[src/hw/harness_pkg.sv]
package harness_pkg;

   // Bus widths
   localparam int addr_width_c = 32;
   localparam int data_width_c = 64;
   localparam int char_width_c = 8;

   // Host I/O region, byte offsets from the base
   localparam logic [addr_width_c-1:0] host_base_c    = 32'h0010_0000;
   localparam logic [addr_width_c-1:0] host_putchar_c = 32'd0;
   localparam logic [addr_width_c-1:0] host_count_c   = 32'd8;
   localparam logic [addr_width_c-1:0] host_finish_c  = 32'd16;

   typedef enum logic {
      mem_rd_e = 1'b0,
      mem_wr_e = 1'b1
   } mem_op_e;

   // 97 bits
   typedef struct packed {
      mem_op_e                  op;
      logic [addr_width_c-1:0]  addr;
      logic [data_width_c-1:0]  data;
   } mem_cmd_s;

   // 65 bits, data is zero for writes
   typedef struct packed {
      mem_op_e                  op;
      logic [data_width_c-1:0]  data;
   } mem_resp_s;

endpackage

[src/hw/host_device.sv]
`timescale 1ns/1ps

module host_device (
   input  logic                                 clk_i,
   input  logic                                 arst_n_i,
   input  logic                                 io_cmd_v_i,
   input  logic                                 io_cmd_we_i,
   input  logic [harness_pkg::addr_width_c-1:0] io_cmd_addr_i,
   input  logic [harness_pkg::data_width_c-1:0] io_cmd_data_i,
   output logic                                 io_cmd_ready_o,
   output logic                                 io_resp_v_o,
   output logic [harness_pkg::data_width_c-1:0] io_resp_data_o,
   input  logic                                 io_resp_yumi_i,
   output logic                                 putchar_v_o,
   output logic [harness_pkg::char_width_c-1:0] putchar_o,
   output logic                                 finish_o
);

   logic                                 cmd_fire;
   logic                                 hit_putchar;
   logic                                 hit_count;
   logic                                 hit_finish;
   logic                                 resp_v_r;
   logic                                 putchar_v_r;
   logic                                 finish_r;
   logic [harness_pkg::data_width_c-1:0] count_r;
   logic [harness_pkg::data_width_c-1:0] resp_data_r;
   logic [harness_pkg::char_width_c-1:0] char_r;

   assign hit_putchar = (io_cmd_addr_i == harness_pkg::host_base_c + harness_pkg::host_putchar_c);
   assign hit_count   = (io_cmd_addr_i == harness_pkg::host_base_c + harness_pkg::host_count_c);
   assign hit_finish  = (io_cmd_addr_i == harness_pkg::host_base_c + harness_pkg::host_finish_c);

   // One response outstanding at a time
   assign io_cmd_ready_o = ~resp_v_r;
   assign cmd_fire       = io_cmd_v_i & io_cmd_ready_o;

   always_ff @(posedge clk_i or negedge arst_n_i) begin
      if (!arst_n_i) begin
         resp_v_r    <= 1'b0;
         putchar_v_r <= 1'b0;
         finish_r    <= 1'b0;
         count_r     <= '0;
      end else begin
         if (cmd_fire) begin
            resp_v_r <= 1'b1;
         end else if (io_resp_yumi_i) begin
            resp_v_r <= 1'b0;
         end
         putchar_v_r <= cmd_fire & io_cmd_we_i & hit_putchar;
         if (cmd_fire && io_cmd_we_i && hit_putchar) begin
            count_r <= count_r + 1'b1;
         end
         finish_r <= finish_r | (cmd_fire & io_cmd_we_i & hit_finish);
      end
   end

   always_ff @(posedge clk_i) begin
      if (cmd_fire) begin
         resp_data_r <= (!io_cmd_we_i && hit_count) ? count_r : '0;
         char_r      <= io_cmd_data_i[harness_pkg::char_width_c-1:0];
      end
   end

   assign io_resp_v_o    = resp_v_r;
   assign io_resp_data_o = resp_data_r;
   assign putchar_v_o    = putchar_v_r;
   assign putchar_o      = char_r;
   assign finish_o       = finish_r;

   a_finish_sticky : assert property (@(posedge clk_i) disable iff (!arst_n_i)
      finish_o |=> finish_o);

endmodule

[config.mk]
export PLATFORM = sky130hd
export DESIGN_NAME = host_device
export DESIGN_NICKNAME = d
export VERILOG_FILES = /design/src/hw/harness_pkg.sv /design/src/hw/host_device.sv
export SDC_FILE = /design/constraint.sdc
export NUM_CORES = 1
export LEC_CHECK = 0
export ABC_AREA = 1
export BUFFER_PORTS_ARGS = -buffer_cell sky130_fd_sc_hd__buf_2
export CAP_MARGIN = 20
export CORE_MARGIN = 2
export CORE_UTILIZATION = 44
export CTS_CLUSTER_DIAMETER = 150
export CTS_CLUSTER_SIZE = 16
export DETAILED_ROUTE_END_ITERATION = 10
export GPL_TIMING_DRIVEN = 0
export PLACE_DENSITY = 0.76
export RECOVER_POWER = 25
export REMOVE_ABC_BUFFERS = 1
export SLEW_MARGIN = 20
export SYNTH_ARGS = -nofsm -noshare
export SYNTH_HDL_FRONTEND = slang
export SYNTH_SLANG_ARGS = --single-unit
[constraint.sdc]
create_clock -name clk_i -period 2.5 [get_ports clk_i]
set_clock_uncertainty 0.15 [all_clocks]
set_input_delay 0.5 -clock clk_i [delete_from_list [all_inputs] [get_ports clk_i]]
set_output_delay 0.5 -clock clk_i [all_outputs]
set_load 0.01 [all_outputs]
=== Word-level counts from Yosys, hierarchy flattened ===
Cells that the tools add are included.
W data, S select, Z words.

* Flip-flop bits (word level): 139
* Output and inout bits: 76
* Word-level logic and storage cells: 23

* Add/sub/neg operators: 1
* Equal/unequal tests: 3
* Multiplexer cells: 2
* Bitwise gates (word level): 6
* Reduce and logical (&&, ||, !) cells: 5

{| class="wikitable"
|+ Operator list
! operator !! number
|-
| $eq A32 B21 Y1 const B || 3
|-
| $add A64 B1 Y64 const B || 1
|-
| $and A1 B1 Y1 || 4
|-
| $logic_and A1 B1 Y1 || 3
|-
| $mux W1 || 2
|-
| $reduce_bool A2 Y1 || 1
|-
| $logic_not A1 Y1 || 1
|-
| $not A1 Y1 || 1
|-
| $or A1 B1 Y1 || 1
|}

=== Logic depth before layout (Yosys ltp) ===
* Word-level depth: 5
* Gate-level depth with buffers: 10
* Depth with buffers taken out: 10

=== Worst setup path before layout ===
No wires, ideal clock.

* Path type: reg2reg
* From: reg resp_v_r, in the netlist io_resp_v_o
* To: reg resp_data_r, in the netlist io_resp_data_o[0], enable pin
* Library setup time: 0.426 ns
* Arrival time: 1.987 ns
* Required time: 1.924 ns
* Setup slack: -0.064 ns
* Cell stages (with the launch flop): 4
* Buffers on the path: 0
* Period minus slack after synthesis: 2.564 ns
* Cells stage by stage: dfrtp_1 > inv_2 > nand2_1 > inv_1

* Longest elaborated chain between the ends: 2

{| class="wikitable"
|+ RTL lines
! item !! line !! source
|-
| start: declaration || host_device.sv:23 || <nowiki>logic resp_v_r;</nowiki>
|-
| start signal: assignment || host_device.sv:40 || <nowiki>resp_v_r <= 1'b0;</nowiki>
|-
| start signal: assignment || host_device.sv:46 || <nowiki>resp_v_r <= 1'b1;</nowiki>
|-
| start signal: assignment || host_device.sv:48 || <nowiki>resp_v_r <= 1'b0;</nowiki>
|-
| $not A1 Y1 || host_device.sv:35 || <nowiki>assign io_cmd_ready_o = ~resp_v_r;</nowiki>
|-
| net io_cmd_ready_o || host_device.sv:10 || <nowiki>output logic io_cmd_ready_o,</nowiki>
|-
| $and A1 B1 Y1 || host_device.sv:36 || <nowiki>assign cmd_fire = io_cmd_v_i & io_cmd_ready_o;</nowiki>
|-
| net cmd_fire || host_device.sv:19 || <nowiki>logic cmd_fire;</nowiki>
|-
| end signal: assignment || host_device.sv:60 || <nowiki>resp_data_r <= (!io_cmd_we_i && hit_count) ? count_r : '0;</nowiki>
|-
| end: declaration || host_device.sv:27 || <nowiki>logic [harness_pkg::data_width_c-1:0] resp_data_r;</nowiki>
|}

The timed path passes the listed nets, and every way through them passes these cells.
A chain may end at the register's enable or synchronous reset.

=== Worst setup path in the final report ===
* From: reg resp_v_r, in the netlist io_resp_v_o
* To: reg count_r[49] in the netlist's numbering

* Longest elaborated chain between the ends: 4

{| class="wikitable"
|+ RTL lines
! item !! line !! source
|-
| $not A1 Y1 || host_device.sv:35 ||
|-
| $and A1 B1 Y1 || host_device.sv:36 ||
|-
| $logic_and A1 B1 Y1 (2 in series) || host_device.sv:51 || <nowiki>if (cmd_fire && io_cmd_we_i && hit_putchar) begin</nowiki>
|-
| end signal: assignment || host_device.sv:52 || <nowiki>count_r <= count_r + 1'b1;</nowiki>
|-
| end: declaration || host_device.sv:26 || <nowiki>logic [harness_pkg::data_width_c-1:0] count_r;</nowiki>
|}

Every way passes these cells.

==> reports/results.txt <==
Slew headroom - 0.283
Total track usage - 0.211
Max VDD drop - 0.467 mV
Met3 routed WL - 1.02 mm
CP most frequent cell - nand2_1
Share of cells above drive strength 1 - 0.207
Die W - 133 um
Avg Inst Size Synth - 8.30 sq um
Asr flop ratio synth - 0.482
Die area - 0.0178 sq mm
Unrepaired setup endpoints after global routing - no
RePlAce Congestion - 0.926
CTS H-Tree Depth - 4
Worst path arrival time - 2.43 ns
Crit path required time - 2.67 ns
Yosys top cell area share - 0.294
CP Capture Type - register
Hold Slack - 0.0960 ns
CTS Buf Count - 17
Io pins - 177
Yosys Warn Count - 0
Layout area overhead - 18.5%
Clock slew at reported path FFs - 0.06 ns
DR vias/cell - 4.96
Final Critical Period - 2.26 ns
Row Count - 47
Fin util - 0.529
Largest cells by area after synthesis - edfxtp_1, dfrtp_1, nand2_1, nor2_1, inv_1
Final Setup Violations - 0
Combinational Power Share - 0.050
N_diodes - 0
Core footprint - 0.0165 sq mm
FF+latch count, synth - 139
Slew Limit Fails - 0
EDFF count, synth - 72
Highest routed layer - met4
Startpoint Class - register
Worst-Skew Late Latency - 0.43 ns
DP HPWL - 13.0 mm
Post-Route WL - 17.6 mm
CTS root buf - clkbuf_16
Crit-path max FO - 22
Count leader, synth - nand2_1
Critical path class - reg2reg
Final Hold Fails - 0
Distinct cells, synth - 31
Setup TNS - 0 ns
Seq pwr share - 0.480
Pwr/cell area - 603 mW/mm^2
P_sw - 1.11 mW
Initial Util - 0.446
# port buffers - 120
Die height - 133 um
Slowest stage delay, CP - 0.86 ns
Synth Instances - 885
Ys flop type - edfxtp_1
Pleak - 3.73 nW
DR iter-0 viols - 483
Pin count of the biggest net entering global routing - 65
Number of global-route vias before repair - 6064
Antenna violations before repair - 0
CTS Sinks - 139
Clock share of power - 0.470
Outcome - finished, final reports clean
Most frequent cells after synthesis - nand2_1, nor2_1, inv_1, edfxtp_1, dfrtp_1
Maximum clock frequency - 0.442 GHz
Drt first pass iters - 5
Switching Share - 0.212
Max-cap check violation count - 0
Slew @ Worst Pin - 1.08 ns
Fin crit share - 0.905
Vias - 6174
CTS tree - built
Crit-path cells - inv_2 > nand3_2 > nor2_2 > inv_1 > nor3_4 > nand3_1 > nand2_1 > nand2_1
DR DRC count - 0
Wl on met1 - 8.05 mm
Post-cts sizing count - 0
Nets - 1115
Post-synth top area cell - edfxtp_1
Cell-internal power - 4.13 mW
Routed len/inst - 14.1 um
Post-Synthesis Cell Area - 0.00735 sq mm
Total gr overflow - 0
Clock Path Buffers - 2
Routed Antenna Nets - 0
Routed met2 length - 8.17 mm
First-pass GRT wire length - 29.4 mm
HP Class - in2reg
Register area share after synthesis - 0.522
Worst path slowest cell - nor3_4
-- flip-flops by register name, indices dropped and copies added (netlist names) --
| signal | count |
|---|---|
| putchar_o | 8 |
| io_resp_data_o | 64 |
| io_resp_v_o | 1 |
| putchar_v_o | 1 |
| finish_o | 1 |
| count_r | 64 |
-- cell usage in the layout (no fill, tap or decap), types with 2 or more instances in the layout --
cell / n
nand2_2: 10
clkbuf_8: 3
nor3_4: 3
o21ai_0: 26
xor2_1: 12
o21ai_1: 10
and2_1: 3
inv_1: 93
clkbuf_1: 4
a21oi_1: 2
buf_8: 2
nand2_1: 245
nor2_4: 15
nand2_4: 4
bufinv_16: 2
inv_2: 4
nor2_1: 184
nand3_1: 53
edfxtp_1: 72
nor3_1: 5
buf_2: 119
clkinv_2: 7
nand4_1: 33
clkbuf_16: 17
nand3_2: 3
nor2_2: 16
dfrtp_1: 67
-- per-layer routing --
layer,track usage,vias up
met4,0.0857,0
met3,0.0434,31
met1,0.285,2879
met5,0,-
li1,-,3087
met2,0.334,177
-- cells by family (layout without fill, tap and decap cells) --
| logic type | Yosys count | after routing | share of synthesized area |
|---|---|---|---|
| AO/OA/AOI/OAI | 40 | 40 | 0.0283 |
| AND/OR/NAND/NOR | 579 | 579 | 0.359 |
| buffers and inverters | 114 | 255 | 0.0744 |
| flip-flops | 139 | 139 | 0.522 |
| XOR/XNOR | 12 | 12 | 0.0143 |
| adder cells (fa/ha/maj) | 1 | 1 | 0.00170 |
-- path summary, 6_finish.rpt --
path / depth (start not counted) / end / slack [ns] / startpoint
worst max-delay path: 8 / count_r[49]$_DFFE_PN0P_ / 0.24 / io_resp_v_o$_DFFE_PN0P_
worst min-delay path: 1 / putchar_o[5]$_DFFE_PN_ / 0.1 / io_cmd_data_i[5]
worst max register to register: 8 / count_r[49]$_DFFE_PN0P_ / 0.24 / io_resp_v_o$_DFFE_PN0P_
worst min register to register: 1 / finish_o$_DFF_PN0_ / 0.33 / finish_o$_DFF_PN0_
max in group asynchronous: 3 / count_r[5]$_DFFE_PN0P_ / 0.74 / arst_n_i
min in group asynchronous: 2 / count_r[36]$_DFFE_PN0P_ / 0.65 / arst_n_i
-- repair_timing --
action,CTS,global route
hold buffers,1,0
setup buffers,0,0
hold endpoints to repair,16,0
-- critical path: cells and delay by family, from the launching register on --
kind | cells | cell delay [ns]
flip-flops | 1 | 0.39
buffers and inverters | 2 | 0.18
AND/OR/NAND/NOR | 6 | 1.43
-- final cells by class --
| class | instances | area (sq um) |
|---|---|---|
| multi-input cells | 632 | 2960 |
| well taps | 220 | 275 |
| clock inverters | 9 | 95.1 |
| fillers | 1557 | 7760 |
| repair buffers | 125 | 687 |
| clock buffers | 23 | 478 |
| inverters | 98 | 373 |
| flip-flops and latches | 139 | 3840 |
-- through the flow --
stage,std cells,worst slack (ns),power [mW],area [sq um]
after floorplan,869,-0.0636,2.68,7170
after global placement,1209,-0.752,2.82,8050
after detailed placement,1213,-0.112,2.83,8130
after CTS,1246,0.220,5.30,8720
after global routing,1246,0.0511,5.40,8710
final,1246,0.239,5.25,8710
-- power groups by stage --
stage	clock network, mW	logic [mW]	registers (mW)
5_1_grt	2.58	0.288	2.53
2_1_floorplan	0	0.0556	2.62
4_1_cts	2.51	0.270	2.52
3_3_place_gp	0	0.248	2.58
6_report	2.47	0.261	2.52
3_5_place_dp	0	0.269	2.56
No activity file was read; power rests on OpenSTA's default activity.
