[src/hw/harness_pkg.sv]
package harness_pkg;

   // Bus widths
   localparam int addr_width_c = 32;
   localparam int data_width_c = 64;
   localparam int char_width_c = 8;

   // Host I/O region, byte offsets from the base
   localparam logic [addr_width_c-1:0] host_base_c    = 32'h0010_0000;
   localparam logic [addr_width_c-1:0] host_putchar_c = 32'd0;
   localparam logic [addr_width_c-1:0] host_count_c   = 32'd8;
   localparam logic [addr_width_c-1:0] host_finish_c  = 32'd16;

   typedef enum logic {
      mem_rd_e = 1'b0,
      mem_wr_e = 1'b1
   } mem_op_e;

   // 97 bits
   typedef struct packed {
      mem_op_e                  op;
      logic [addr_width_c-1:0]  addr;
      logic [data_width_c-1:0]  data;
   } mem_cmd_s;

   // 65 bits, data is zero for writes
   typedef struct packed {
      mem_op_e                  op;
      logic [data_width_c-1:0]  data;
   } mem_resp_s;

endpackage

[src/hw/mem_bus_if.sv]
`timescale 1ns/1ps

interface mem_bus_if;

   logic                  cmd_v;
   harness_pkg::mem_cmd_s cmd;
   logic                  cmd_ready;

   logic                   resp_v;
   harness_pkg::mem_resp_s resp;
   logic                   resp_yumi;

   modport requester (
      output cmd_v, cmd, resp_yumi,
      input  cmd_ready, resp_v, resp
   );

   modport memory (
      input  cmd_v, cmd, resp_yumi,
      output cmd_ready, resp_v, resp
   );

endinterface

[src/hw/nbf_loader.sv]
`timescale 1ns/1ps

module nbf_loader #(
   parameter int resp_depth_p = 8
) (
   input  logic                                 clk_i,
   input  logic                                 arst_n_i,
   input  logic                                 load_v_i,
   input  logic [harness_pkg::addr_width_c-1:0] load_addr_i,
   input  logic [harness_pkg::data_width_c-1:0] load_data_i,
   input  logic                                 load_last_i,
   output logic                                 load_ready_o,
   output logic                                 load_done_o,
   mem_bus_if.requester                         bus
);

   localparam int cnt_w_lp = $clog2(resp_depth_p + 1);

   logic                  entry_v_r;
   logic                  last_seen_r;
   logic                  done_r;
   harness_pkg::mem_cmd_s cmd_r;
   logic [cnt_w_lp-1:0]   outst_r;
   logic [cnt_w_lp-1:0]   outst_n;
   logic                  load_fire;
   logic                  cmd_fire;

   assign cmd_fire  = bus.cmd_v & bus.cmd_ready;
   // No new entries once the last one is in
   assign load_ready_o = ~last_seen_r & (~entry_v_r | cmd_fire);
   assign load_fire    = load_v_i & load_ready_o;

   assign bus.cmd_v     = entry_v_r;
   assign bus.cmd       = cmd_r;
   assign bus.resp_yumi = bus.resp_v;

   assign outst_n = outst_r + cnt_w_lp'(cmd_fire) - cnt_w_lp'(bus.resp_v);

   always_ff @(posedge clk_i or negedge arst_n_i) begin
      if (!arst_n_i) begin
         entry_v_r   <= 1'b0;
         last_seen_r <= 1'b0;
         outst_r     <= '0;
         done_r      <= 1'b0;
      end else begin
         if (load_fire) begin
            entry_v_r <= 1'b1;
         end else if (cmd_fire) begin
            entry_v_r <= 1'b0;
         end
         last_seen_r <= last_seen_r | (load_fire & load_last_i);
         outst_r     <= outst_n;
         // Last write issued and every write acknowledged
         done_r      <= done_r | (last_seen_r & ~entry_v_r & (outst_n == '0));
      end
   end

   always_ff @(posedge clk_i) begin
      if (load_fire) begin
         cmd_r.op   <= harness_pkg::mem_wr_e;
         cmd_r.addr <= load_addr_i;
         cmd_r.data <= load_data_i;
      end
   end

   assign load_done_o = done_r;

   a_done_sticky : assert property (@(posedge clk_i) disable iff (!arst_n_i)
      load_done_o |=> load_done_o);

endmodule

[src/flat_wrapper.sv]
// flat-port wrapper written by rule: the top's interface ports become plain ports
module nbf_loader_flat 
#(
   parameter int resp_depth_p = 8
)
  (clk_i, arst_n_i, load_v_i, load_addr_i, load_data_i, load_last_i, load_ready_o, load_done_o, bus_cmd_v, bus_cmd, bus_resp_yumi, bus_cmd_ready, bus_resp_v, bus_resp);
  mem_bus_if bus_i ();
  input  logic clk_i;
  input  logic arst_n_i;
  input  logic load_v_i;
  input  logic [harness_pkg::addr_width_c-1:0] load_addr_i;
  input  logic [harness_pkg::data_width_c-1:0] load_data_i;
  input  logic load_last_i;
  output logic load_ready_o;
  output logic load_done_o;
  output wire logic [$bits(bus_i.cmd_v)-1:0] bus_cmd_v;
  output wire logic [$bits(bus_i.cmd)-1:0] bus_cmd;
  output wire logic [$bits(bus_i.resp_yumi)-1:0] bus_resp_yumi;
  input wire logic [$bits(bus_i.cmd_ready)-1:0] bus_cmd_ready;
  input wire logic [$bits(bus_i.resp_v)-1:0] bus_resp_v;
  input wire logic [$bits(bus_i.resp)-1:0] bus_resp;
  assign bus_cmd_v = bus_i.cmd_v;
  assign bus_cmd = bus_i.cmd;
  assign bus_resp_yumi = bus_i.resp_yumi;
  assign bus_i.cmd_ready = bus_cmd_ready;
  assign bus_i.resp_v = bus_resp_v;
  assign bus_i.resp = bus_resp;
  nbf_loader #(.resp_depth_p(resp_depth_p)) u_core (.clk_i(clk_i), .arst_n_i(arst_n_i), .load_v_i(load_v_i), .load_addr_i(load_addr_i), .load_data_i(load_data_i), .load_last_i(load_last_i), .load_ready_o(load_ready_o), .load_done_o(load_done_o), .bus(bus_i));
endmodule
[config.mk]
export PLATFORM = sky130hd
export DESIGN_NAME = nbf_loader_flat
export DESIGN_NICKNAME = d
export VERILOG_FILES = /design/src/hw/harness_pkg.sv /design/src/hw/mem_bus_if.sv /design/src/hw/nbf_loader.sv /design/src/flat_wrapper.sv
export SDC_FILE = /design/constraint.sdc
export NUM_CORES = 1
export LEC_CHECK = 0
export BUFFER_PORTS_ARGS = -buffer_cell sky130_fd_sc_hd__buf_4
export CORE_AREA = 2 2 105 107
export DETAILED_ROUTE_END_ITERATION = 8
export DIE_AREA = 0 0 107 109
export GPL_TIMING_DRIVEN = 0
export HOLD_SLACK_MARGIN = 0.05
export PLACE_DENSITY = 0.68
export SETUP_SLACK_MARGIN = 0.05
export SYNTH_ARGS = -nofsm -noshare
export SYNTH_HDL_FRONTEND = slang
export SYNTH_SLANG_ARGS = --single-unit
[constraint.sdc]
create_clock -name clk_i -period 6.69 [get_ports clk_i]
set_clock_uncertainty 0.1 [all_clocks]
set_input_delay 0.3345 -clock clk_i [delete_from_list [all_inputs] [get_ports clk_i]]
set_output_delay 0.3345 -clock clk_i [all_outputs]
set_load 0.005 [all_outputs]
# == Yosys cells after proc, flatten, opt, wreduce, memory -nomap -nowiden ==
# Index checks and enable logic that the tools add are counted.
# totals
ff_bits,103
in_bits,167
output_inout_bits,101
# op_classes
addsub,2
muxes,2
n_bitwise,11
n_reduce_logical,2
# ops
op,count
$and 1x1->1,6
$add 4x1->4,1
$logic_not 4->1,1
$sub 4x1->4,1
$or 1x1->1,3
$mux 1,2
$not 1->1,2
$reduce_bool 2->1,1

# == Logic depth before layout (Yosys ltp) ==
# depth
depth_word,6
mapped_depth,9
ltp_nobuf,9

# == Worst setup path after synthesis ==
# Ideal clock, no wire load.
# synth_timing
kind,register to register
from,"register u_core.entry_v_r, in the netlist u_core.bus.cmd_v"
to,register u_core.cmd_r (netlist bit u_core.bus.cmd[0]) (enable)
setup_time_ps,553
t_arrival_ps,4581
required_time_ps,6037
setup_slack_ps,1457
stages_incl_launch_ff,3
n_path_buf,0
synth_period_minus_slack_ps,5233
path_cell_list,dfrtp_1 > nor2b_1 > nor2_1
# synth_between
elab_chain_cells,4
word_cells_on_any_way,5
classes_between,5 x bitwise
# synth_lines
element,line_no,text
from (decl),nbf_loader.sv:19,logic entry_v_r;
from (signal assigned),nbf_loader.sv:41,entry_v_r <= 1'b0;
from (signal assigned),nbf_loader.sv:47,entry_v_r <= 1'b1;
from (signal assigned),nbf_loader.sv:49,entry_v_r <= 1'b0;
$and 1x1->1 or $not 1->1 (tied branches),"nbf_loader.sv:28, nbf_loader.sv:30",
$or 1x1->1 *,nbf_loader.sv:30,assign load_ready_o = ~last_seen_r & (~entry_v_r | cmd_fire);
$and 1x1->1 *,nbf_loader.sv:30,
$and 1x1->1 *,nbf_loader.sv:31,assign load_fire = load_v_i & load_ready_o;
named net u_core.load_fire,nbf_loader.sv:25,logic load_fire;
to (decl),nbf_loader.sv:22,harness_pkg::mem_cmd_s cmd_r;
# Mark *: on every way through the listed nets, which the timed path passes. The rest lies on a longest branch.
# A chain may end at the register's enable or synchronous reset.

# == Final worst setup path ==
# layout_timing
from,register u_core.outst_r[0]
to,"register u_core.done_r, in the netlist u_core.load_done_o"
# layout_between
elab_chain_cells,5
# layout_lines
element,line_no,text
from (decl),nbf_loader.sv:23,logic [cnt_w_lp-1:0] outst_r;
from (signal assigned),nbf_loader.sv:52,outst_r <= outst_n;
$add 4x1->4,nbf_loader.sv:37,assign outst_n = outst_r + cnt_w_lp'(cmd_fire) - cnt_w_lp'(bus.resp_v);
$sub 4x1->4,nbf_loader.sv:37,
named net u_core.outst_n[1],nbf_loader.sv:24,logic [cnt_w_lp-1:0] outst_n;
$logic_not 4->1,nbf_loader.sv:54,done_r <= done_r | (last_seen_r & ~entry_v_r & (outst_n == '0));
$and 1x1->1,nbf_loader.sv:54,
$or 1x1->1,nbf_loader.sv:54,
to (signal assigned),nbf_loader.sv:54,
to (decl),nbf_loader.sv:21,logic done_r;
# The timed path passes the listed nets, and every way through them passes these cells.

==> results.sh <==
export IMPL_status="finished clean"
export IMPL_ios=268
export IMPL_rr_worst_depth=9
export IMPL_yosysMostFrequentCell="edfxtp_1"
export IMPL_area_delta_synth_final_pct=90.1
export IMPL_worstPathCellList="inv_1 > ha_1 > inv_1 > ha_1 > inv_1 > fa_1 > inv_1 > or4b_4 > o41ai_2"
export IMPL_maxCapViolCount=0
export IMPL_vias=2406
export IMPL_rrSetupSlack_ps=4340
export IMPL_cts_buffer_depth=2
export IMPL_drt_pre_antenna_iters=4
export IMPL_core_um2=10600
export IMPL_ys_warn_count=0
export IMPL_portBuffers=201
export IMPL_gp_congestion=0.681
export IMPL_clock_latency_ps=350
export IMPL_cts_tree="built"
export IMPL_r2r_end="u_core.load_done_o$_DFF_PN0_"
export IMPL_critPathMaxFanout=2
export IMPL_setup_tns_ps=0
export IMPL_worstHoldStart="load_last_i"
export IMPL_grt_first_pass_wirelength_mm=12.5
export IMPL_endpoint_kind="flip-flop"
export IMPL_grt_antenna_before_repair=0
export IMPL_synth_area_leaders="edfxtp_1 88%, dfrtp_1 5.3%, ha_1 1.5%"
export IMPL_synth_largest_area_cell="edfxtp_1"
export IMPL_setup_viol=0
export IMPL_slowest_delay_ps=530
export IMPL_cts_resized=0
export IMPL_wl_mm=8.75
export IMPL_ys_types=19
export IMPL_multi_input_area_um2=196
export IMPL_synth_nets=307
export IMPL_synthCells=135
export IMPL_synth_top_cell_area_share_pct=87.6
export IMPL_rr_startpoint="u_core.outst_r[0]$_DFF_PN0_"
export IMPL_rsz0062_at_grt="false"
export IMPL_cts_buffers=9
export IMPL_cts_sinks=103
export IMPL_ys_ff_latch=103
export IMPL_worstHoldEndpoint="u_core.last_seen_r$_DFF_PN0_"
export IMPL_final_hold_violation_count=0
export IMPL_syn_area_um2=3290
export IMPL_peakVddDrop_mv=0.117
export IMPL_synth_edf_count=96
export IMPL_fmaxAchievable_ghz=0.426
export IMPL_p_leak_nw=2.61
export IMPL_via_per_inst=4.06
export IMPL_criticalPathCategory="reg2reg"
export IMPL_slowest_stage="or4b_4"
export IMPL_finalNetCount=619
export IMPL_die_w_um=107
export IMPL_total_power_w=0.00154
export IMPL_arrival_ps=2510
export IMPL_drc_errors=0
export IMPL_crit_required_ps=6850
export IMPL_grt_start_max_net_pins=37
export IMPL_critPathBufInv=4
export IMPL_holdPathStages=2
export IMPL_hp_class="in2reg"
export IMPL_first_global_vias=2414
export IMPL_start_util_pct=31.0
export IMPL_seq_area_um2=3060
export IMPL_gr_usage_all_layers_pct=14.6
export IMPL_path_common_cell="inv_1"
export IMPL_fp_dieArea_um2=11700
export IMPL_fillers=809
export IMPL_ys_flop_type="edfxtp_1"
export IMPL_fp_row_count=38
export IMPL_ys_top_cells_by_count="96 x edfxtp_1, 8 x inv_1, 7 x dfrtp_1"
export IMPL_ant_nets=0
export IMPL_fin_crit_ps=2350
export IMPL_drt_iter0_markers=81
export IMPL_power_density_nw_per_um2=247
export IMPL_critPathLaunchType="flip-flop"
export IMPL_cts_clk_slew_worst_paths_ps=90
export IMPL_grt_overflow_total=0
export IMPL_n_antenna_cell=0
export IMPL_path_delay_family="adder cells"
export IMPL_htreeDepth=3
export IMPL_syn_area_per_cell_um2=24.4
export IMPL_hpwlAfterDp_mm=5.68
export IMPL_fp_dieH_um=109
export IMPL_fin_crit_sh_pct=35.1
export IMPL_drv_slew=0
export IMPL_drt_wirelength_per_cell_um=14.8
export IMPL_async_flop_share_pct=6.80
export IMPL_root_buffer="clkbuf_8"
export IMPL_drive_gt1_share_pct=49.3
export IMPL_ys_seq_area_share_pct=92.9
==> metrics by stage <==
stage / cell area [um^2] / worst slack, ps / std cells / util [%] / hold slack (ps)
global placement: 4980 / 33.3 / 476 / 46.9 / 50.6
floorplan: 3290 / 1460 / 135 / - / -61.1
finish: 6260 / 4340 / 592 / 59.0 / 73.6
CTS: 6250 / 4300 / 591 / 58.9 / 53.6
detailed placement: 5050 / 4220 / 479 / 47.6 / 52.7
global route: 6260 / 4210 / 592 / 59.0 / 58.8
==> registers in the layout, summed over array words and instances, names as in the netlist <==
name                flops
u_core.bus.cmd         96
u_core.outst_r          4
u_core.last_seen_r      1
u_core.bus.cmd_v        1
u_core.load_done_o      1
==> per-layer routing <==
metal	track usage, %	vias to the layer above	share of wire, %
met5	0	-	0
met4	6.12	0	1.3
met3	4.00	7	6.7
met2	26.5	116	54
met1	16.3	1147	38
li1	-	1136	-
==> cells in the final DEF, fill, tap and decap left out, types with 2 or more instances in the layout <==
cell,count
buf_4,203
dlygate4sd3_1,97
edfxtp_1,96
clkbuf_8,9
inv_1,8
dfrtp_1,7
ha_1,4
bufinv_16,3
xnor2_1,2
a21oi_1,2
nand2b_1,2
buf_12,2
==> kinds of logic (layout without fill, tap and decap cells) <==
family | after synthesis | after routing | share of synthesized area, %
buffers and inverters | 10 | 327 | 1.37
XOR/XNOR | 2 | 2 | 0.532
adder cells (fa/ha/maj) | 5 | 5 | 2.13
AO/OA/AOI/OAI | 4 | 4 | 1.03
flip-flops | 103 | 103 | 92.9
other | 1 | 1 | 0.114
AND/OR/NAND/NOR | 10 | 10 | 1.94
==> worst register-to-register path: cells and delay by family, from the launching register on <==
family          cells  cell delay (ps)
buf+inv             4              210
compound gates      1              210
simple gates        1              530
flops               1              370
fa+ha+maj           3              850
==> power breakdown <==
group / internal [W] / total, W / switching [W]
sequential: 0.000775 / 0.000797 / 0.0000220
combinational: 0.000174 / 0.000292 / 0.000118
clock: 0.000248 / 0.000453 / 0.000205
==> final cells by class <==
| class | instances | area share (%) |
|---|---|---|
| multi-input combinational | 22 | 3.14 |
| buffer | 2 | 0.240 |
| inverter | 8 | 0.480 |
| clock inverter | 6 | 1.72 |
| tap | 140 | 2.80 |
| sequential | 103 | 48.9 |
| clock buffer | 10 | 2.04 |
| timing repair buffer | 301 | 40.7 |
==> worst max-delay path by stage <==
stage,from,end,cells after the start
floorplan,u_core.bus.cmd_v$_DFFE_PN0P_,u_core.bus.cmd[0]$_DFFE_PP_,2
global placement,u_core.bus.cmd_v$_DFFE_PN0P_,u_core.bus.cmd[28]$_DFFE_PP_,2
detailed placement,bus_resp_v,u_core.load_done_o$_DFF_PN0_,9
CTS,u_core.outst_r[0]$_DFF_PN0_,u_core.load_done_o$_DFF_PN0_,9
global route,u_core.outst_r[0]$_DFF_PN0_,u_core.load_done_o$_DFF_PN0_,9
finish,u_core.outst_r[0]$_DFF_PN0_,u_core.load_done_o$_DFF_PN0_,9
==> repair_timing <==
item | 4_1_cts | 5_1_grt
hold buffers | 96 | 1
hold endpoints to repair | 102 | 1
buffers inserted | 0 | 0
Note: power is estimated with default switching activity, not from simulation.
