--- src/hw/harness_pkg.sv ---
package harness_pkg;

   // Bus widths
   localparam int addr_width_c = 32;
   localparam int data_width_c = 64;
   localparam int char_width_c = 8;

   // Host I/O region, byte offsets from the base
   localparam logic [addr_width_c-1:0] host_base_c    = 32'h0010_0000;
   localparam logic [addr_width_c-1:0] host_putchar_c = 32'd0;
   localparam logic [addr_width_c-1:0] host_count_c   = 32'd8;
   localparam logic [addr_width_c-1:0] host_finish_c  = 32'd16;

   typedef enum logic {
      mem_rd_e = 1'b0,
      mem_wr_e = 1'b1
   } mem_op_e;

   // 97 bits
   typedef struct packed {
      mem_op_e                  op;
      logic [addr_width_c-1:0]  addr;
      logic [data_width_c-1:0]  data;
   } mem_cmd_s;

   // 65 bits, data is zero for writes
   typedef struct packed {
      mem_op_e                  op;
      logic [data_width_c-1:0]  data;
   } mem_resp_s;

endpackage

--- src/hw/mem_bus_if.sv ---
`timescale 1ns/1ps

interface mem_bus_if;

   logic                  cmd_v;
   harness_pkg::mem_cmd_s cmd;
   logic                  cmd_ready;

   logic                   resp_v;
   harness_pkg::mem_resp_s resp;
   logic                   resp_yumi;

   modport requester (
      output cmd_v, cmd, resp_yumi,
      input  cmd_ready, resp_v, resp
   );

   modport memory (
      input  cmd_v, cmd, resp_yumi,
      output cmd_ready, resp_v, resp
   );

endinterface

--- src/hw/mem_arbiter.sv ---
`timescale 1ns/1ps

module mem_arbiter #(
   parameter int resp_depth_p = 8
) (
   input  logic         clk_i,
   input  logic         arst_n_i,
   mem_bus_if.memory    ldr_bus,
   mem_bus_if.memory    core_bus,
   mem_bus_if.requester mem_bus
);

   localparam int ptr_w_lp = $clog2(resp_depth_p);
   localparam int cnt_w_lp = $clog2(resp_depth_p + 1);

   logic                prio_core_r;
   logic                grant_ldr;
   logic                grant_core;
   logic                cmd_fire;
   logic                q_full;
   logic                q_empty;
   logic                q_head;
   logic                q_pop;
   logic                q_mem_r [resp_depth_p];
   logic [ptr_w_lp-1:0] wr_ptr_r;
   logic [ptr_w_lp-1:0] rd_ptr_r;
   logic [cnt_w_lp-1:0] q_cnt_r;

   // Round robin, prio_core_r names the favoured requester
   assign grant_ldr  = ldr_bus.cmd_v & (~core_bus.cmd_v | ~prio_core_r);
   assign grant_core = core_bus.cmd_v & (~ldr_bus.cmd_v | prio_core_r);

   assign mem_bus.cmd_v = (ldr_bus.cmd_v | core_bus.cmd_v) & ~q_full;
   assign mem_bus.cmd   = grant_core ? core_bus.cmd : ldr_bus.cmd;
   assign cmd_fire      = mem_bus.cmd_v & mem_bus.cmd_ready;

   assign ldr_bus.cmd_ready  = grant_ldr & mem_bus.cmd_ready & ~q_full;
   assign core_bus.cmd_ready = grant_core & mem_bus.cmd_ready & ~q_full;

   assign q_full  = (q_cnt_r == cnt_w_lp'(resp_depth_p));
   assign q_empty = (q_cnt_r == '0);
   assign q_head  = q_mem_r[rd_ptr_r];

   // Head of the steering queue owns the response at the memory output
   assign ldr_bus.resp_v  = mem_bus.resp_v & ~q_empty & ~q_head;
   assign core_bus.resp_v = mem_bus.resp_v & ~q_empty & q_head;
   assign ldr_bus.resp    = mem_bus.resp;
   assign core_bus.resp   = mem_bus.resp;

   assign mem_bus.resp_yumi = q_head ? core_bus.resp_yumi : ldr_bus.resp_yumi;
   assign q_pop             = mem_bus.resp_yumi;

   always_ff @(posedge clk_i or negedge arst_n_i) begin
      if (!arst_n_i) begin
         prio_core_r <= 1'b0;
         wr_ptr_r    <= '0;
         rd_ptr_r    <= '0;
         q_cnt_r     <= '0;
         for (int i = 0; i < resp_depth_p; i++) begin
            q_mem_r[i] <= 1'b0;
         end
      end else begin
         if (cmd_fire) begin
            prio_core_r       <= grant_ldr;
            q_mem_r[wr_ptr_r] <= grant_core;
            wr_ptr_r <= (wr_ptr_r == ptr_w_lp'(resp_depth_p - 1)) ? '0 : wr_ptr_r + 1'b1;
         end
         if (q_pop) begin
            rd_ptr_r <= (rd_ptr_r == ptr_w_lp'(resp_depth_p - 1)) ? '0 : rd_ptr_r + 1'b1;
         end
         q_cnt_r <= q_cnt_r + cnt_w_lp'(cmd_fire) - cnt_w_lp'(q_pop);
      end
   end

   a_one_grant : assert property (@(posedge clk_i) disable iff (!arst_n_i)
      !(ldr_bus.cmd_ready && core_bus.cmd_ready));

   a_no_pop_empty : assert property (@(posedge clk_i) disable iff (!arst_n_i)
      q_pop |-> !q_empty);

endmodule

--- src/flat_wrapper.sv ---
// flat-port wrapper written by rule: the top's interface ports become plain ports
module mem_arbiter_flat 
#(
   parameter int resp_depth_p = 8
)
  (clk_i, arst_n_i, ldr_bus_cmd_v, ldr_bus_cmd, ldr_bus_resp_yumi, ldr_bus_cmd_ready, ldr_bus_resp_v, ldr_bus_resp, core_bus_cmd_v, core_bus_cmd, core_bus_resp_yumi, core_bus_cmd_ready, core_bus_resp_v, core_bus_resp, mem_bus_cmd_v, mem_bus_cmd, mem_bus_resp_yumi, mem_bus_cmd_ready, mem_bus_resp_v, mem_bus_resp);
  mem_bus_if ldr_bus_i ();
  mem_bus_if core_bus_i ();
  mem_bus_if mem_bus_i ();
  input  logic clk_i;
  input  logic arst_n_i;
  input wire logic [$bits(ldr_bus_i.cmd_v)-1:0] ldr_bus_cmd_v;
  input wire logic [$bits(ldr_bus_i.cmd)-1:0] ldr_bus_cmd;
  input wire logic [$bits(ldr_bus_i.resp_yumi)-1:0] ldr_bus_resp_yumi;
  output wire logic [$bits(ldr_bus_i.cmd_ready)-1:0] ldr_bus_cmd_ready;
  output wire logic [$bits(ldr_bus_i.resp_v)-1:0] ldr_bus_resp_v;
  output wire logic [$bits(ldr_bus_i.resp)-1:0] ldr_bus_resp;
  input wire logic [$bits(core_bus_i.cmd_v)-1:0] core_bus_cmd_v;
  input wire logic [$bits(core_bus_i.cmd)-1:0] core_bus_cmd;
  input wire logic [$bits(core_bus_i.resp_yumi)-1:0] core_bus_resp_yumi;
  output wire logic [$bits(core_bus_i.cmd_ready)-1:0] core_bus_cmd_ready;
  output wire logic [$bits(core_bus_i.resp_v)-1:0] core_bus_resp_v;
  output wire logic [$bits(core_bus_i.resp)-1:0] core_bus_resp;
  output wire logic [$bits(mem_bus_i.cmd_v)-1:0] mem_bus_cmd_v;
  output wire logic [$bits(mem_bus_i.cmd)-1:0] mem_bus_cmd;
  output wire logic [$bits(mem_bus_i.resp_yumi)-1:0] mem_bus_resp_yumi;
  input wire logic [$bits(mem_bus_i.cmd_ready)-1:0] mem_bus_cmd_ready;
  input wire logic [$bits(mem_bus_i.resp_v)-1:0] mem_bus_resp_v;
  input wire logic [$bits(mem_bus_i.resp)-1:0] mem_bus_resp;
  assign ldr_bus_i.cmd_v = ldr_bus_cmd_v;
  assign ldr_bus_i.cmd = ldr_bus_cmd;
  assign ldr_bus_i.resp_yumi = ldr_bus_resp_yumi;
  assign ldr_bus_cmd_ready = ldr_bus_i.cmd_ready;
  assign ldr_bus_resp_v = ldr_bus_i.resp_v;
  assign ldr_bus_resp = ldr_bus_i.resp;
  assign core_bus_i.cmd_v = core_bus_cmd_v;
  assign core_bus_i.cmd = core_bus_cmd;
  assign core_bus_i.resp_yumi = core_bus_resp_yumi;
  assign core_bus_cmd_ready = core_bus_i.cmd_ready;
  assign core_bus_resp_v = core_bus_i.resp_v;
  assign core_bus_resp = core_bus_i.resp;
  assign mem_bus_cmd_v = mem_bus_i.cmd_v;
  assign mem_bus_cmd = mem_bus_i.cmd;
  assign mem_bus_resp_yumi = mem_bus_i.resp_yumi;
  assign mem_bus_i.cmd_ready = mem_bus_cmd_ready;
  assign mem_bus_i.resp_v = mem_bus_resp_v;
  assign mem_bus_i.resp = mem_bus_resp;
  mem_arbiter #(.resp_depth_p(resp_depth_p)) u_core (.clk_i(clk_i), .arst_n_i(arst_n_i), .ldr_bus(ldr_bus_i), .core_bus(core_bus_i), .mem_bus(mem_bus_i));
endmodule
--- config.mk ---
export PLATFORM = sky130hd
export DESIGN_NAME = mem_arbiter_flat
export DESIGN_NICKNAME = d
export VERILOG_FILES = /design/src/hw/harness_pkg.sv /design/src/hw/mem_bus_if.sv /design/src/hw/mem_arbiter.sv /design/src/flat_wrapper.sv
export SDC_FILE = /design/constraint.sdc
export NUM_CORES = 1
export LEC_CHECK = 0
export BUFFER_PORTS_ARGS = -buffer_cell sky130_fd_sc_hd__buf_4
export CORE_AREA = 2 2 197 199
export DETAILED_ROUTE_END_ITERATION = 8
export DIE_AREA = 0 0 199 201
export SLEW_MARGIN = 20
export SYNTH_ARGS = -nofsm -noshare
export SYNTH_HDL_FRONTEND = slang
export SYNTH_SLANG_ARGS = --single-unit
--- constraint.sdc ---
create_clock -name clk_i -period 3.63 [get_ports clk_i]
set_input_delay 1.089 -clock clk_i [delete_from_list [all_inputs] [get_ports clk_i]]
set_output_delay 1.089 -clock clk_i [all_outputs]
set_load 0.005 [all_outputs]
Yosys cells after proc, flatten, opt, wreduce, memory -nomap -nowiden
Cells that the tools add are included.
W data, S select, Z words.
{"block": "totals", "ff_bits": 19, "input_bits": 267}
{"block": "classes", "eq_ne": 3, "n_lt_le_gt_ge": 3, "mux": 10, "n_reduce_logical": 2, "bitwise_logic": 22, "add_sub_neg": 4}
{"cell": "$mux W97", "count": 1}
{"cell": "$and A1 B1 Y1", "count": 11}
{"cell": "$bwmux W8", "count": 1}
{"cell": "$ge A4 B4 Y1 const B", "count": 2}
{"cell": "$not A3 Y4", "count": 2}
{"cell": "$add A3 B1 Y3 const B", "count": 2}
{"cell": "$eq A3 B3 Y1 const B", "count": 2}
{"cell": "$mux W3", "count": 2}
{"cell": "$not A1 Y1", "count": 6}
{"cell": "$add A4 B1 Y4", "count": 1}
{"cell": "$eq A4 B4 Y1 const B", "count": 1}
{"cell": "$logic_not A4 Y1", "count": 1}
{"cell": "$lt A4 B1 Y1 const B", "count": 1}
{"cell": "$mux W1", "count": 4}
{"cell": "$sub A4 B1 Y4", "count": 1}
{"cell": "$bmux W1 S3", "count": 1}
{"cell": "$demux W1 S3", "count": 1}
{"cell": "$or A1 B1 Y1", "count": 3}
{"cell": "$logic_and A1 B1 Y1", "count": 1}

Logic depth before layout (Yosys ltp)
Gate-level depths: netlist (run 1).
{"block": "logic_depth", "ltp_word": 6, "mapped_depth": 11, "depth_no_buf": 10}

Worst setup path before layout (run 1)
No wires, ideal clock.
{"block": "synth_path", "kind": "input-to-output", "startpoint": "in ldr_bus_cmd_v", "endpoint": "out mem_bus_cmd[57]", "required_ps": 2541, "setup_slack_ps": 342, "arrival_time_ps": 2199, "cell_stages": 6, "cell_sequence": "inv_1 > o21ai_1 > clkbuf_1 > buf_1 > nand2_1 > nand2_1"}
{"block": "synth_via", "elab_chain_cells": 4}
{"element": "start, declared", "line_no": "flat_wrapper.sv:12", "text": "input wire logic [$bits(ldr_bus_i.cmd_v)-1:0] ldr_bus_cmd_v;"}
{"element": "$not A1 Y1", "line_no": "mem_arbiter.sv:31", "text": "assign grant_core = core_bus.cmd_v & (~ldr_bus.cmd_v | prio_core_r);"}
{"element": "$or A1 B1 Y1", "line_no": "mem_arbiter.sv:31"}
{"element": "$and A1 B1 Y1", "line_no": "mem_arbiter.sv:31"}
{"element": "$mux W97", "line_no": "mem_arbiter.sv:34", "text": "assign mem_bus.cmd = grant_core ? core_bus.cmd : ldr_bus.cmd;"}
{"element": "end, declared", "line_no": "flat_wrapper.sv:25", "text": "output wire logic [$bits(mem_bus_i.cmd)-1:0] mem_bus_cmd;"}
Every way passes these cells.

Final worst setup path (run 1)
{"block": "layout_path", "startpoint": "in ldr_bus_cmd_v", "endpoint": "out mem_bus_cmd[29]"}
Same word-level chain as after synthesis.

==> metrics.md, run 1 <==
| Metric | Value |
|---|---|
| Status | `completed` |
| Place WS | `379 ps` |
| Hold Vio Cnt, Final | `0` |
| Final Core Density | `13.9%` |
| Synth Instances | `533` |
| Max-Cap Viols | `0` |
| First drt pass iteration count | `4` |
| Total CTS buffers | `3` |
| Final setup fails | `0` |
| R2R Path End | `u_core.q_cnt_r[2]$_DFF_PN0_` |
| Share of the synthesized area in compound gates (AO/OA/AOI/OAI) | `2.51%` |
| Reg2reg setup slack | `760 ps` |
| Chip height | `201 µm` |
| Most frequent cells in the layout | `306 x buf_4, 295 x nand2_1, 19 x dfrtp_1` |
| Hold path depth | `1` |
| Routed vias | `3764` |
| Post-synthesis to final-layout area growth | `63.7%` |
| Clock Latency Late Sink | `250 ps` |
| Placed cell area | `5220 µm²` |
| Hold slack | `503 ps` |
| Least-Margin Pin Slew | `476 ps` |
| Syn nets | `811` |
| Vias/cell | `3.11` |
| Critical-path cell list | `buf_4 > inv_1 > o21a_4 > buf_12 > nand2_1 > nand2_1 > buf_4` |
| Placer congestion estimate | `0.784` |
| Post-Synth Simple-Gate Area | `37.4%` |
| Final min period | `3270 ps` |
| Post-Route Setup TNS | `0 ps` |
| CTS root buffer | `clkbuf_16` |
| Post-Synth XOR/XNOR Area | `0.541%` |
| First-pass GRT wire length | `21000 µm` |
| Row cnt | `72` |
| Post-synthesis mux area share | `6.45%` |
| # Post-CTS Setup Buffers | `0` |
| VDD IR max | `0.200 mV` |
| Final Cell Area | `5300 µm²` |
| Max-slew violation count | `0` |
| Clock transition at path regs | `50 ps` |
| Final WL | `14700 µm` |
| Clk_skew | `2.86 ps` |
| DR DRC count | `0` |
| Longest Clk Path Bufs | `2` |
| Slowest cell on crit path | `buf_12` |
| Worst hold path type | `register to register` |
| RSZ-0062 raised after global routing | `no` |
| R2R depth | `11` |
| WL per Instance | `12.1 µm` |
| CTS tree | `yes` |
| CP startpoint kind | `primary input` |
| Most common cell after layout, fill and taps aside | `buf_4` |
| Final worst path period share | `90.0%` |
| Reg2Reg Launch Point | `u_core.rd_ptr_r[0]$_DFFE_PN0P_` |
| Chip width | `199 µm` |
| Static Leak | `2.94 nW` |
| Avg Cell Area, Syn | `6.08 µm²` |
| Crit path max fanout | `58` |
| Synth Area in Adders | `4.48%` |
| Critical path's top delay family | `buffers and inverters` |
| Vias in the first global route | `3544` |
| Antenna viol nets, final | `0` |
| Total power | `1.84 mW` |
| Hold EP | `u_core.q_mem_r[2]$_DFFE_PN0P_` |
| Crit end category | `output port` |
| # hold bufs at CTS | `0` |
| Placed insts | `1208` |
| Fmax | `306 MHz` |
| Final setup margin | `362 ps` |
| Antenna violations before repair | `0` |
| H-tree levels | `1` |
| Share of cells above drive strength 1 | `47.0%` |
| Ports | `500` |
| Starting density of the core | `8.50%` |
| Largest family of logic cells by synthesized area | `simple AND/OR/NAND/NOR gates` |
| Placeable Area | `38100 µm²` |
| CP Buf/Inv Count | `4` |
| Fin cells | `1212` |
| Seq/Total Area, Yosys | `14.7%` |
| Synth Cell Area | `3240 µm²` |
| Post-cts sizing count | `0` |
| CTS Sinks | `19` |
| P per Cell Area | `347 nW/µm²` |
| Slew Limit Headroom | `68.3%` |
| Ys Warns | `0` |
| Seq cells post-synth | `19` |
| Buffers on Ports | `304` |
| Largest net degree at the start of global routing | `59` |
| Die area | `40000 µm²` |
| Detailed placer's ending HPWL | `12700 µm` |
| Worst EP required | `2540 ps` |
| Initial DRC count | `142` |
| Nets | `973` |
| GR Overflow Total | `0` |
| Delay of the slowest critical-path stage | `230 ps` |
| Ant diodes | `0` |
| Setup CP Type | `primary input to output port` |
| Worst Path Arrival | `2180 ps` |
| GRT Util Overall | `6.83%` |
| Yosys cell types | `33` |
| Hold_sp | `u_core.q_mem_r[2]$_DFFE_PN0P_` |
[cell type report]
cell class | count | area, µm²
clock inverter | 1 | 7.51
timing repair buffer | 310 | 2380
multi-input combinational | 352 | 1680
inverter | 9 | 33.8
sequential | 19 | 475
clock buffer | 3 | 75.1
fill | 4375 | 32800
tap | 518 | 648
[routing by layer]
metal | wire length, µm | up-vias | track usage, %
li1 | - | 1823 | -
met1 | 4920 | 1641 | 7.16
met2 | 7150 | 260 | 11.6
met3 | 1930 | 38 | 3.33
met4 | 638 | 2 | 2.69
met5 | 42 | - | 0.741
[synth_stat cells (all sizes together)]
cell type / count / area share (%)
nand2: 295 / 34
buf: 133 / 31
clkbuf: 20 / 2.3
dfrtp: 19 / 15
mux2: 11 / 3.8
ha: 10 / 3.9
inv: 9 / 1.0
a21o: 3 / 0.70
nor2: 3 / 0.35
nor3: 3 / 0.46
o21ai: 3 / 0.46
and2: 2 / 0.39
and3: 2 / 0.39
mux2i: 2 / 1.0
mux4: 2 / 1.6
nor3b: 2 / 0.46
nor4b: 2 / 0.54
o21a: 2 / 0.46
a21oi: 1 / 0.15
fa: 1 / 0.62
nand2b: 1 / 0.19
nor4: 1 / 0.19
o2111ai: 1 / 0.27
o211ai: 1 / 0.23
o31ai: 1 / 0.23
or3b: 1 / 0.27
xnor2: 1 / 0.27
xor2: 1 / 0.27
[how the worst max path moves through the flow]
stage                                  to  depth (start not counted)           from
after floorplan           mem_bus_cmd[57]                          6  ldr_bus_cmd_v
after global placement    mem_bus_cmd[29]                          7  ldr_bus_cmd_v
after detailed placement  mem_bus_cmd[29]                          7  ldr_bus_cmd_v
after CTS                 mem_bus_cmd[29]                          7  ldr_bus_cmd_v
after global routing      mem_bus_cmd[29]                          7  ldr_bus_cmd_v
final                     mem_bus_cmd[29]                          7  ldr_bus_cmd_v
[where the power goes]
part	switching [mW]	total, mW	internal, mW
combinational	0.509	1.18	0.671
clock	0.0819	0.231	0.149
sequential	0.109	0.428	0.319
total	0.699	1.84	1.14
[sequential cells by signal (all words and copies together) (netlist names)]
signal / flops
u_core.q_cnt_r: 4
u_core.rd_ptr_r: 3
u_core.wr_ptr_r: 3
u_core.q_mem_r: 8
u_core.prio_core_r: 1
[kinds of logic after synthesis]
family	after synthesis
AO/OA/AOI/OAI	12
XOR/XNOR	2
adder cells (fa/ha/maj)	11
buffers and inverters	162
flip-flops	19
multiplexers	15
AND/OR/NAND/NOR	312
Note: power is estimated with default switching activity, not from simulation.
==> run 2, diff against run 1 <==
- SETUP_SLACK_MARGIN: unset -> 0.4
==> run 2 against run 1 <==
Die area did not move. Sequential cell count stayed put. Worst hold slack is essentially flat. Register-to-register slack improved by 70 ps. Clock skew fell by 1.5 ps. Utilization grew 1.2 points. Cell count up 1.4%. Worst setup slack improved by 29 ps. Non-clock buffer count is 16 higher. Global-route usage up 0.41 points.
==> metrics.md, run 2 (synthesized netlist as in run 1, its figures left out) <==
| Metric | Value |
|---|---|
| Post-Route Setup TNS | `0 ps (unchanged)` |
| Max-slew violation count | `0 (unchanged)` |
| Ports | `500 (unchanged)` |
| Placed insts | `1208 (unchanged)` |
| Vias in the first global route | `3548 (+0.11%)` |
| M1 wire length | `6260 µm (+27%)` |
| Net Sw Frac | `38.8% (+0.72 points)` |
| GR Overflow Total | `0 (unchanged)` |
| Chip height | `201 µm (unchanged)` |
| Clock Latency Late Sink | `250 ps (about the same)` |
| Antenna viol nets, final | `0 (unchanged)` |
| Biggest regs | `u_core.q_mem_r (8), u_core.q_cnt_r (4)` |
| Crit path from | `ldr_bus_cmd_v` |
| Reg2Reg Launch Point | `u_core.rd_ptr_r[0]$_DFFE_PN0P_` |
| Largest net degree at the start of global routing | `54 (-8.5%)` |
| Worst Path Arrival | `2150 ps (-30 ps)` |
| CTS Sinks | `19 (unchanged)` |
| Combinational share of power | `67.2% (+3.0 points)` |
| Detailed placer's ending HPWL | `13300 µm (+4.7%)` |
| Worst hold path type | `register to register` |
| Most common cell after layout, fill and taps aside | `buf_4` |
| DR DRC count | `0 (unchanged)` |
| CP startpoint kind | `primary input` |
| Top reg by flops | `u_core.q_mem_r` |
| Ant diodes | `0 (unchanged)` |
| Max FFs per register | `8 (unchanged)` |
| H-tree levels | `1 (unchanged)` |
| Nets | `990 (+1.7%)` |
| Most frequent cells in the layout | `307 x buf_4, 271 x nand2_1, 18 x dfrtp_1` |
| Starting density of the core | `8.50% (unchanged)` |
| RSZ-0062 raised after global routing | `yes` |
| Routed vias | `3870 (+2.8%)` |
| Placeable Area | `38100 µm² (unchanged)` |
| CTS root buffer | `clkbuf_16` |
| Top Metal Used | `met4` |
| First-pass GRT wire length | `21900 µm (+4.5%)` |
| Longest Clk Path Bufs | `2 (unchanged)` |
| Static Leak | `3.17 nW (+7.9%)` |
| Vias/cell | `3.15 (+1.4%)` |
| Antenna violations before repair | `0 (unchanged)` |
| Fmax | `309 MHz (+0.91%)` |
| Setup CP Type | `primary input to output port` |
| Slew Limit Headroom | `68.9% (+0.60 points)` |
| Final setup fails | `0 (unchanged)` |
| Seq pwr share | `21.3% (-2.0 points)` |
| Switch Pwr | `0.781 mW (+12%)` |
| Hold_sp | `u_core.q_mem_r[7]$_DFFE_PN0P_` |
| Crit path max fanout | `7 (-88%)` |
| First drt pass iteration count | `4 (unchanged)` |
| WL met3 | `2310 µm (+20%)` |
| Final min period | `3240 ps (-29.4 ps)` |
| Die area | `40000 µm² (unchanged)` |
| VDD IR max | `0.185 mV (-7.7%)` |
| Final WL | `18000 µm (+23%)` |
| Clock transition at path regs | `60 ps (about the same)` |
| Worst EP required | `2540 ps (about the same)` |
| Least-Margin Pin Slew | `467 ps (-8.92 ps)` |
| P per Cell Area | `350 nW/µm² (+0.89%)` |
| Cell Int Power | `1.23 mW (+8.3%)` |
| # hold bufs at CTS | `0 (unchanged)` |
| Place WS | `365 ps (-13.3 ps)` |
| Final Cell Area | `5760 µm² (+8.6%)` |
| Final worst path period share | `89.2% (-0.81 points)` |
| Buffers on Ports | `304 (unchanged)` |
| Clk_skew | `1.36 ps (-1.50 ps)` |
| Status | `completed` |
| Final setup margin | `391 ps (+29.4 ps)` |
| Placer congestion estimate | `0.900 (+15%)` |
| Share of cells above drive strength 1 | `52.0% (+5.1 points)` |
| Hold Vio Cnt, Final | `0 (unchanged)` |
| Total CTS buffers | `3 (unchanged)` |
| Fin cells | `1229 (+1.4%)` |
| Crit end category | `output port` |
| GRT Util Overall | `7.24% (+0.41 points)` |
| Part of the power in the clock network | `11.5% (-1.0 points)` |
| Placed cell area | `5220 µm² (unchanged)` |
| Row cnt | `72 (unchanged)` |
| WL per Instance | `14.7 µm (+21%)` |
| Chip width | `199 µm (unchanged)` |
| Post-synthesis to final-layout area growth | `77.8%` |
| Initial DRC count | `201 (+42%)` |
| CTS tree | `yes` |
| Max-Cap Viols | `0 (unchanged)` |
| Metal2 WL | `9080 µm (+27%)` |
==> run 2: final cells by class <==
class	count	area (µm²)
well taps	518	648
clock inverters	1	5.00
clock buffers	3	75.1
inverters	9	37.5
multi-input cells	353	1830
repair buffers	326	2690
fillers	4343	32300
flip-flops and latches	19	477
==> run 2: path summary, 6_finish.rpt <==
path	end	slack, ps	cells after the start
worst max-delay path	mem_bus_cmd[72]	390	8
worst min-delay path	u_core.q_mem_r[7]$_DFFE_PN0P_	500	1
worst max register to register	u_core.q_cnt_r[2]$_DFF_PN0_	830	10
worst min register to register	u_core.q_mem_r[7]$_DFFE_PN0P_	500	1
max in group asynchronous	u_core.rd_ptr_r[0]$_DFFE_PN0P_	2700	1
min in group asynchronous	u_core.q_cnt_r[1]$_DFF_PN0_	710	1
==> run 2: what timing repair did <==
item                       in CTS  in global routing
resized for setup               3                 48
buffers inserted                1                  6
pin swaps                       1                  6
gates cloned                    1                  9
setup endpoints to repair      14                 94
hold endpoints to repair        0                  0
==> run 2: critical path: stages <==
cell,delay [ps]
buf_8,90
clkinvlp_4,110
o21a_4,250
buf_8,150
buf_16,140
nand2_1,70
nand2_1,90
buf_4,150
==> run 2: layer usage <==
| metal | track usage, % | vias up |
|---|---|---|
| met5 | 0 | - |
| met4 | 1.49 | 0 |
| met3 | 3.71 | 28 |
| met1 | 7.23 | 1688 |
| met2 | 13.3 | 291 |
| li1 | - | 1863 |
==> run 2: power by group through the flow <==
stage / sequential, mW / clock [mW] / combinational (mW)
final: 0.428 / 0.231 / 1.35
after global routing: 0.447 / 0.245 / 1.48
after CTS: 0.425 / 0.234 / 1.23
after detailed placement: 0.428 / 0 / 1.18
after global placement: 0.422 / 0 / 1.15
after floorplan: 0.395 / 0 / 0.722
==> run 2: stage by stage <==
step	utilization, %	power (mW)	hold slack [ps]
floorplan	-	1.12	465
global placement	13.7	1.57	483
detailed placement	13.7	1.61	493
CTS	14.1	1.89	506
global route	15.1	2.17	532
finish	15.1	2.01	503
==> run 3, diff against run 2 <==
- CAP_MARGIN: unset -> 20
- clock period: 3.63 -> 3.05 ns (I/O delays scaled with it)
==> run 3 against run 2 <==
Utilization up 2.6 points. Combinational power increased by 50%. Critical path type unchanged. Non-clock buffer count is 10 higher. Via count up 5.9%. Sequential power increased by 21%. Total power increased by 40%. Register-to-register slack got worse by 470 ps. Cell count increased by 0.73%. Worst hold slack is essentially flat. Sequential cell count is the same. Clock skew fell by 0.55 ps.
==> metrics.md, run 3 (synthesized netlist as in run 1, its figures left out) <==
| Metric | Value |
|---|---|
| Final min period | `2820 ps` |
| Least-Margin Pin Slew | `539 ps (+72.6 ps)` |
| CTS root buffer | `clkbuf_16` |
| GR Overflow Total | `0 (unchanged)` |
| Share of cells above drive strength 1 | `67.9% (+16 points)` |
| Largest net degree at the start of global routing | `50 (-7.4%)` |
| Post-synthesis to final-layout area growth | `108%` |
| Starting density of the core | `8.50% (unchanged)` |
| CTS Sinks | `19 (unchanged)` |
| Routed vias | `4098 (+5.9%)` |
| Placer congestion estimate | `0.752 (-16%)` |
| Final Core Density | `17.7% (+2.6 points)` |
| Clock Latency Late Sink | `250 ps (about the same)` |
| Worst EP required | `2130 ps (-410 ps)` |
| Hold path depth | `1 (unchanged)` |
| Place WS | `120 ps (-245 ps)` |
| Crit end category | `output port` |
| VDD IR max | `0.270 mV (+46%)` |
| Reg2reg setup slack | `360 ps (-470 ps)` |
| Most common cell after layout, fill and taps aside | `buf_4` |
| WL per Instance | `14.0 µm (-4.5%)` |
| Initial DRC count | `137 (-32%)` |
| Chip height | `201 µm (unchanged)` |
| Total power | `2.82 mW (+40%)` |
| Total CTS buffers | `3 (unchanged)` |
| Die area | `40000 µm² (unchanged)` |
| GRT Util Overall | `7.18% (-0.056 points)` |
| Post-Route Setup TNS | `0 ps (unchanged)` |
| R2R depth | `11 (+1)` |
| Final worst path period share | `92.5%` |
| Crit path max fanout | `7 (unchanged)` |
| Placeable Area | `38100 µm² (unchanged)` |
| H-tree levels | `1 (unchanged)` |
| Hold slack | `503 ps (+0.282 ps)` |
| RSZ-0062 raised after global routing | `yes` |
| Placed insts | `1208 (unchanged)` |
| Chip width | `199 µm (unchanged)` |
| Max FFs per register | `8 (unchanged)` |
| Final Cell Area | `6740 µm² (+17%)` |
| Reg2Reg Launch Point | `u_core.rd_ptr_r[0]$_DFFE_PN0P_` |
| Hold Vio Cnt, Final | `0 (unchanged)` |
| Fin cells | `1238 (+0.73%)` |
| Biggest regs | `u_core.q_mem_r (8), u_core.q_cnt_r (4)` |
| Max-Cap Viols | `0 (unchanged)` |
| Worst Path Arrival | `1910 ps (-240 ps)` |
| First-pass GRT wire length | `21800 µm (-0.79%)` |
| First drt pass iteration count | `4 (unchanged)` |
| Antenna viol nets, final | `0 (unchanged)` |
| Longest Clk Path Bufs | `2 (unchanged)` |
| Detailed placer's ending HPWL | `11200 µm (-16%)` |
| Clk_skew | `0.809 ps (-0.548 ps)` |
| Setup CP Type | `primary input to output port` |
| Fill cells | `4238 (-2.4%)` |
| Worst hold path type | `register to register` |
| Most frequent cells in the layout | `261 x buf_4, 172 x nand2_1, 73 x nand2_4` |
| Antenna violations before repair | `0 (unchanged)` |
| Vias/cell | `3.31 (+5.1%)` |
| Static Leak | `3.60 nW (+14%)` |
| Hold EP | `u_core.q_mem_r[4]$_DFFE_PN0P_` |
| Row cnt | `72 (unchanged)` |
| Buffers on Ports | `304 (unchanged)` |
| Ports | `500 (unchanged)` |
| Max-slew violation count | `0 (unchanged)` |
| Slew Limit Headroom | `64.0% (-4.8 points)` |
| Vias in the first global route | `4082 (+15%)` |
| Nets | `999 (+0.91%)` |
| Final WL | `17300 µm (-3.8%)` |
| P per Cell Area | `418 nW/µm² (+19%)` |
| Final setup margin | `229 ps (-162 ps)` |
| Status | `completed` |
| Final setup fails | `0 (unchanged)` |
| DR DRC count | `0 (unchanged)` |
| Placed cell area | `5220 µm² (about the same)` |
| Fmax | `355 MHz` |
| Clock transition at path regs | `60 ps (about the same)` |
| # hold bufs at CTS | `0 (unchanged)` |
| CTS tree | `yes` |
| CP startpoint kind | `primary input` |
| Ant diodes | `0 (unchanged)` |
| Top reg by flops | `u_core.q_mem_r` |
| Hold_sp | `u_core.q_mem_r[4]$_DFFE_PN0P_` |
| R2R Path End | `u_core.q_cnt_r[1]$_DFF_PN0_` |
-- run 3: what timing repair did --
item / 4_1_cts / 5_1_grt
resized for setup: 55 / 221
gates cloned: 8 / 4
setup buffers: 12 / 2
pin swaps: 17 / 85
endpoints found under the setup margin: 104 / 105
-- run 3: critical path: stages --
cell	delay, ps
buf_8	80
inv_6	30
o21ai_4	130
buf_12	180
buf_12	130
clkbuf_16	180
nand2_1	70
nand2_1	60
buf_4	100
-- run 3: power breakdown --
| part | internal [mW] | switching [mW] | total [mW] |
|---|---|---|---|
| logic | 1.17 | 0.859 | 2.03 |
| clock network | 0.176 | 0.0947 | 0.270 |
| registers | 0.381 | 0.138 | 0.519 |
-- run 3: final cells by class --
| cell class | count | area, µm² | share of cell area [%] |
|---|---|---|---|
| timing repair buffer | 336 | 3100 | 46.0 |
| multi-input combinational | 352 | 2390 | 35.5 |
| tap | 518 | 648 | 9.62 |
| sequential | 19 | 477 | 7.07 |
| clock buffer | 3 | 75.1 | 1.11 |
| inverter | 9 | 38.8 | 0.576 |
| clock inverter | 1 | 5.00 | 0.0743 |
-- run 3: worst max-delay path by stage --
stage / from / endpoint / slack (ps) / cells past startpoint
6_report: ldr_bus_cmd_v / mem_bus_cmd[39] / 230 / 9
5_1_grt: ldr_bus_cmd_v / mem_bus_cmd[21] / 170 / 9
4_1_cts: ldr_bus_cmd_v / mem_bus_cmd[41] / 240 / 8
3_5_place_dp: ldr_bus_cmd_v / mem_bus_cmd[41] / 120 / 7
3_3_place_gp: ldr_bus_cmd_v / mem_bus_cmd[41] / 140 / 7
2_1_floorplan: u_core.rd_ptr_r[0]$_DFFE_PN0P_ / u_core.q_cnt_r[2]$_DFF_PN0_ / 380 / 10
-- run 3: per-layer routing --
layer	global-route usage, %	vias to the layer above	routed length [µm]
li1	-	1878	-
met1	6.63	1819	5770
met2	13.6	332	8480
met3	2.03	69	1710
met4	4.50	0	1380
met5	0.864	-	0
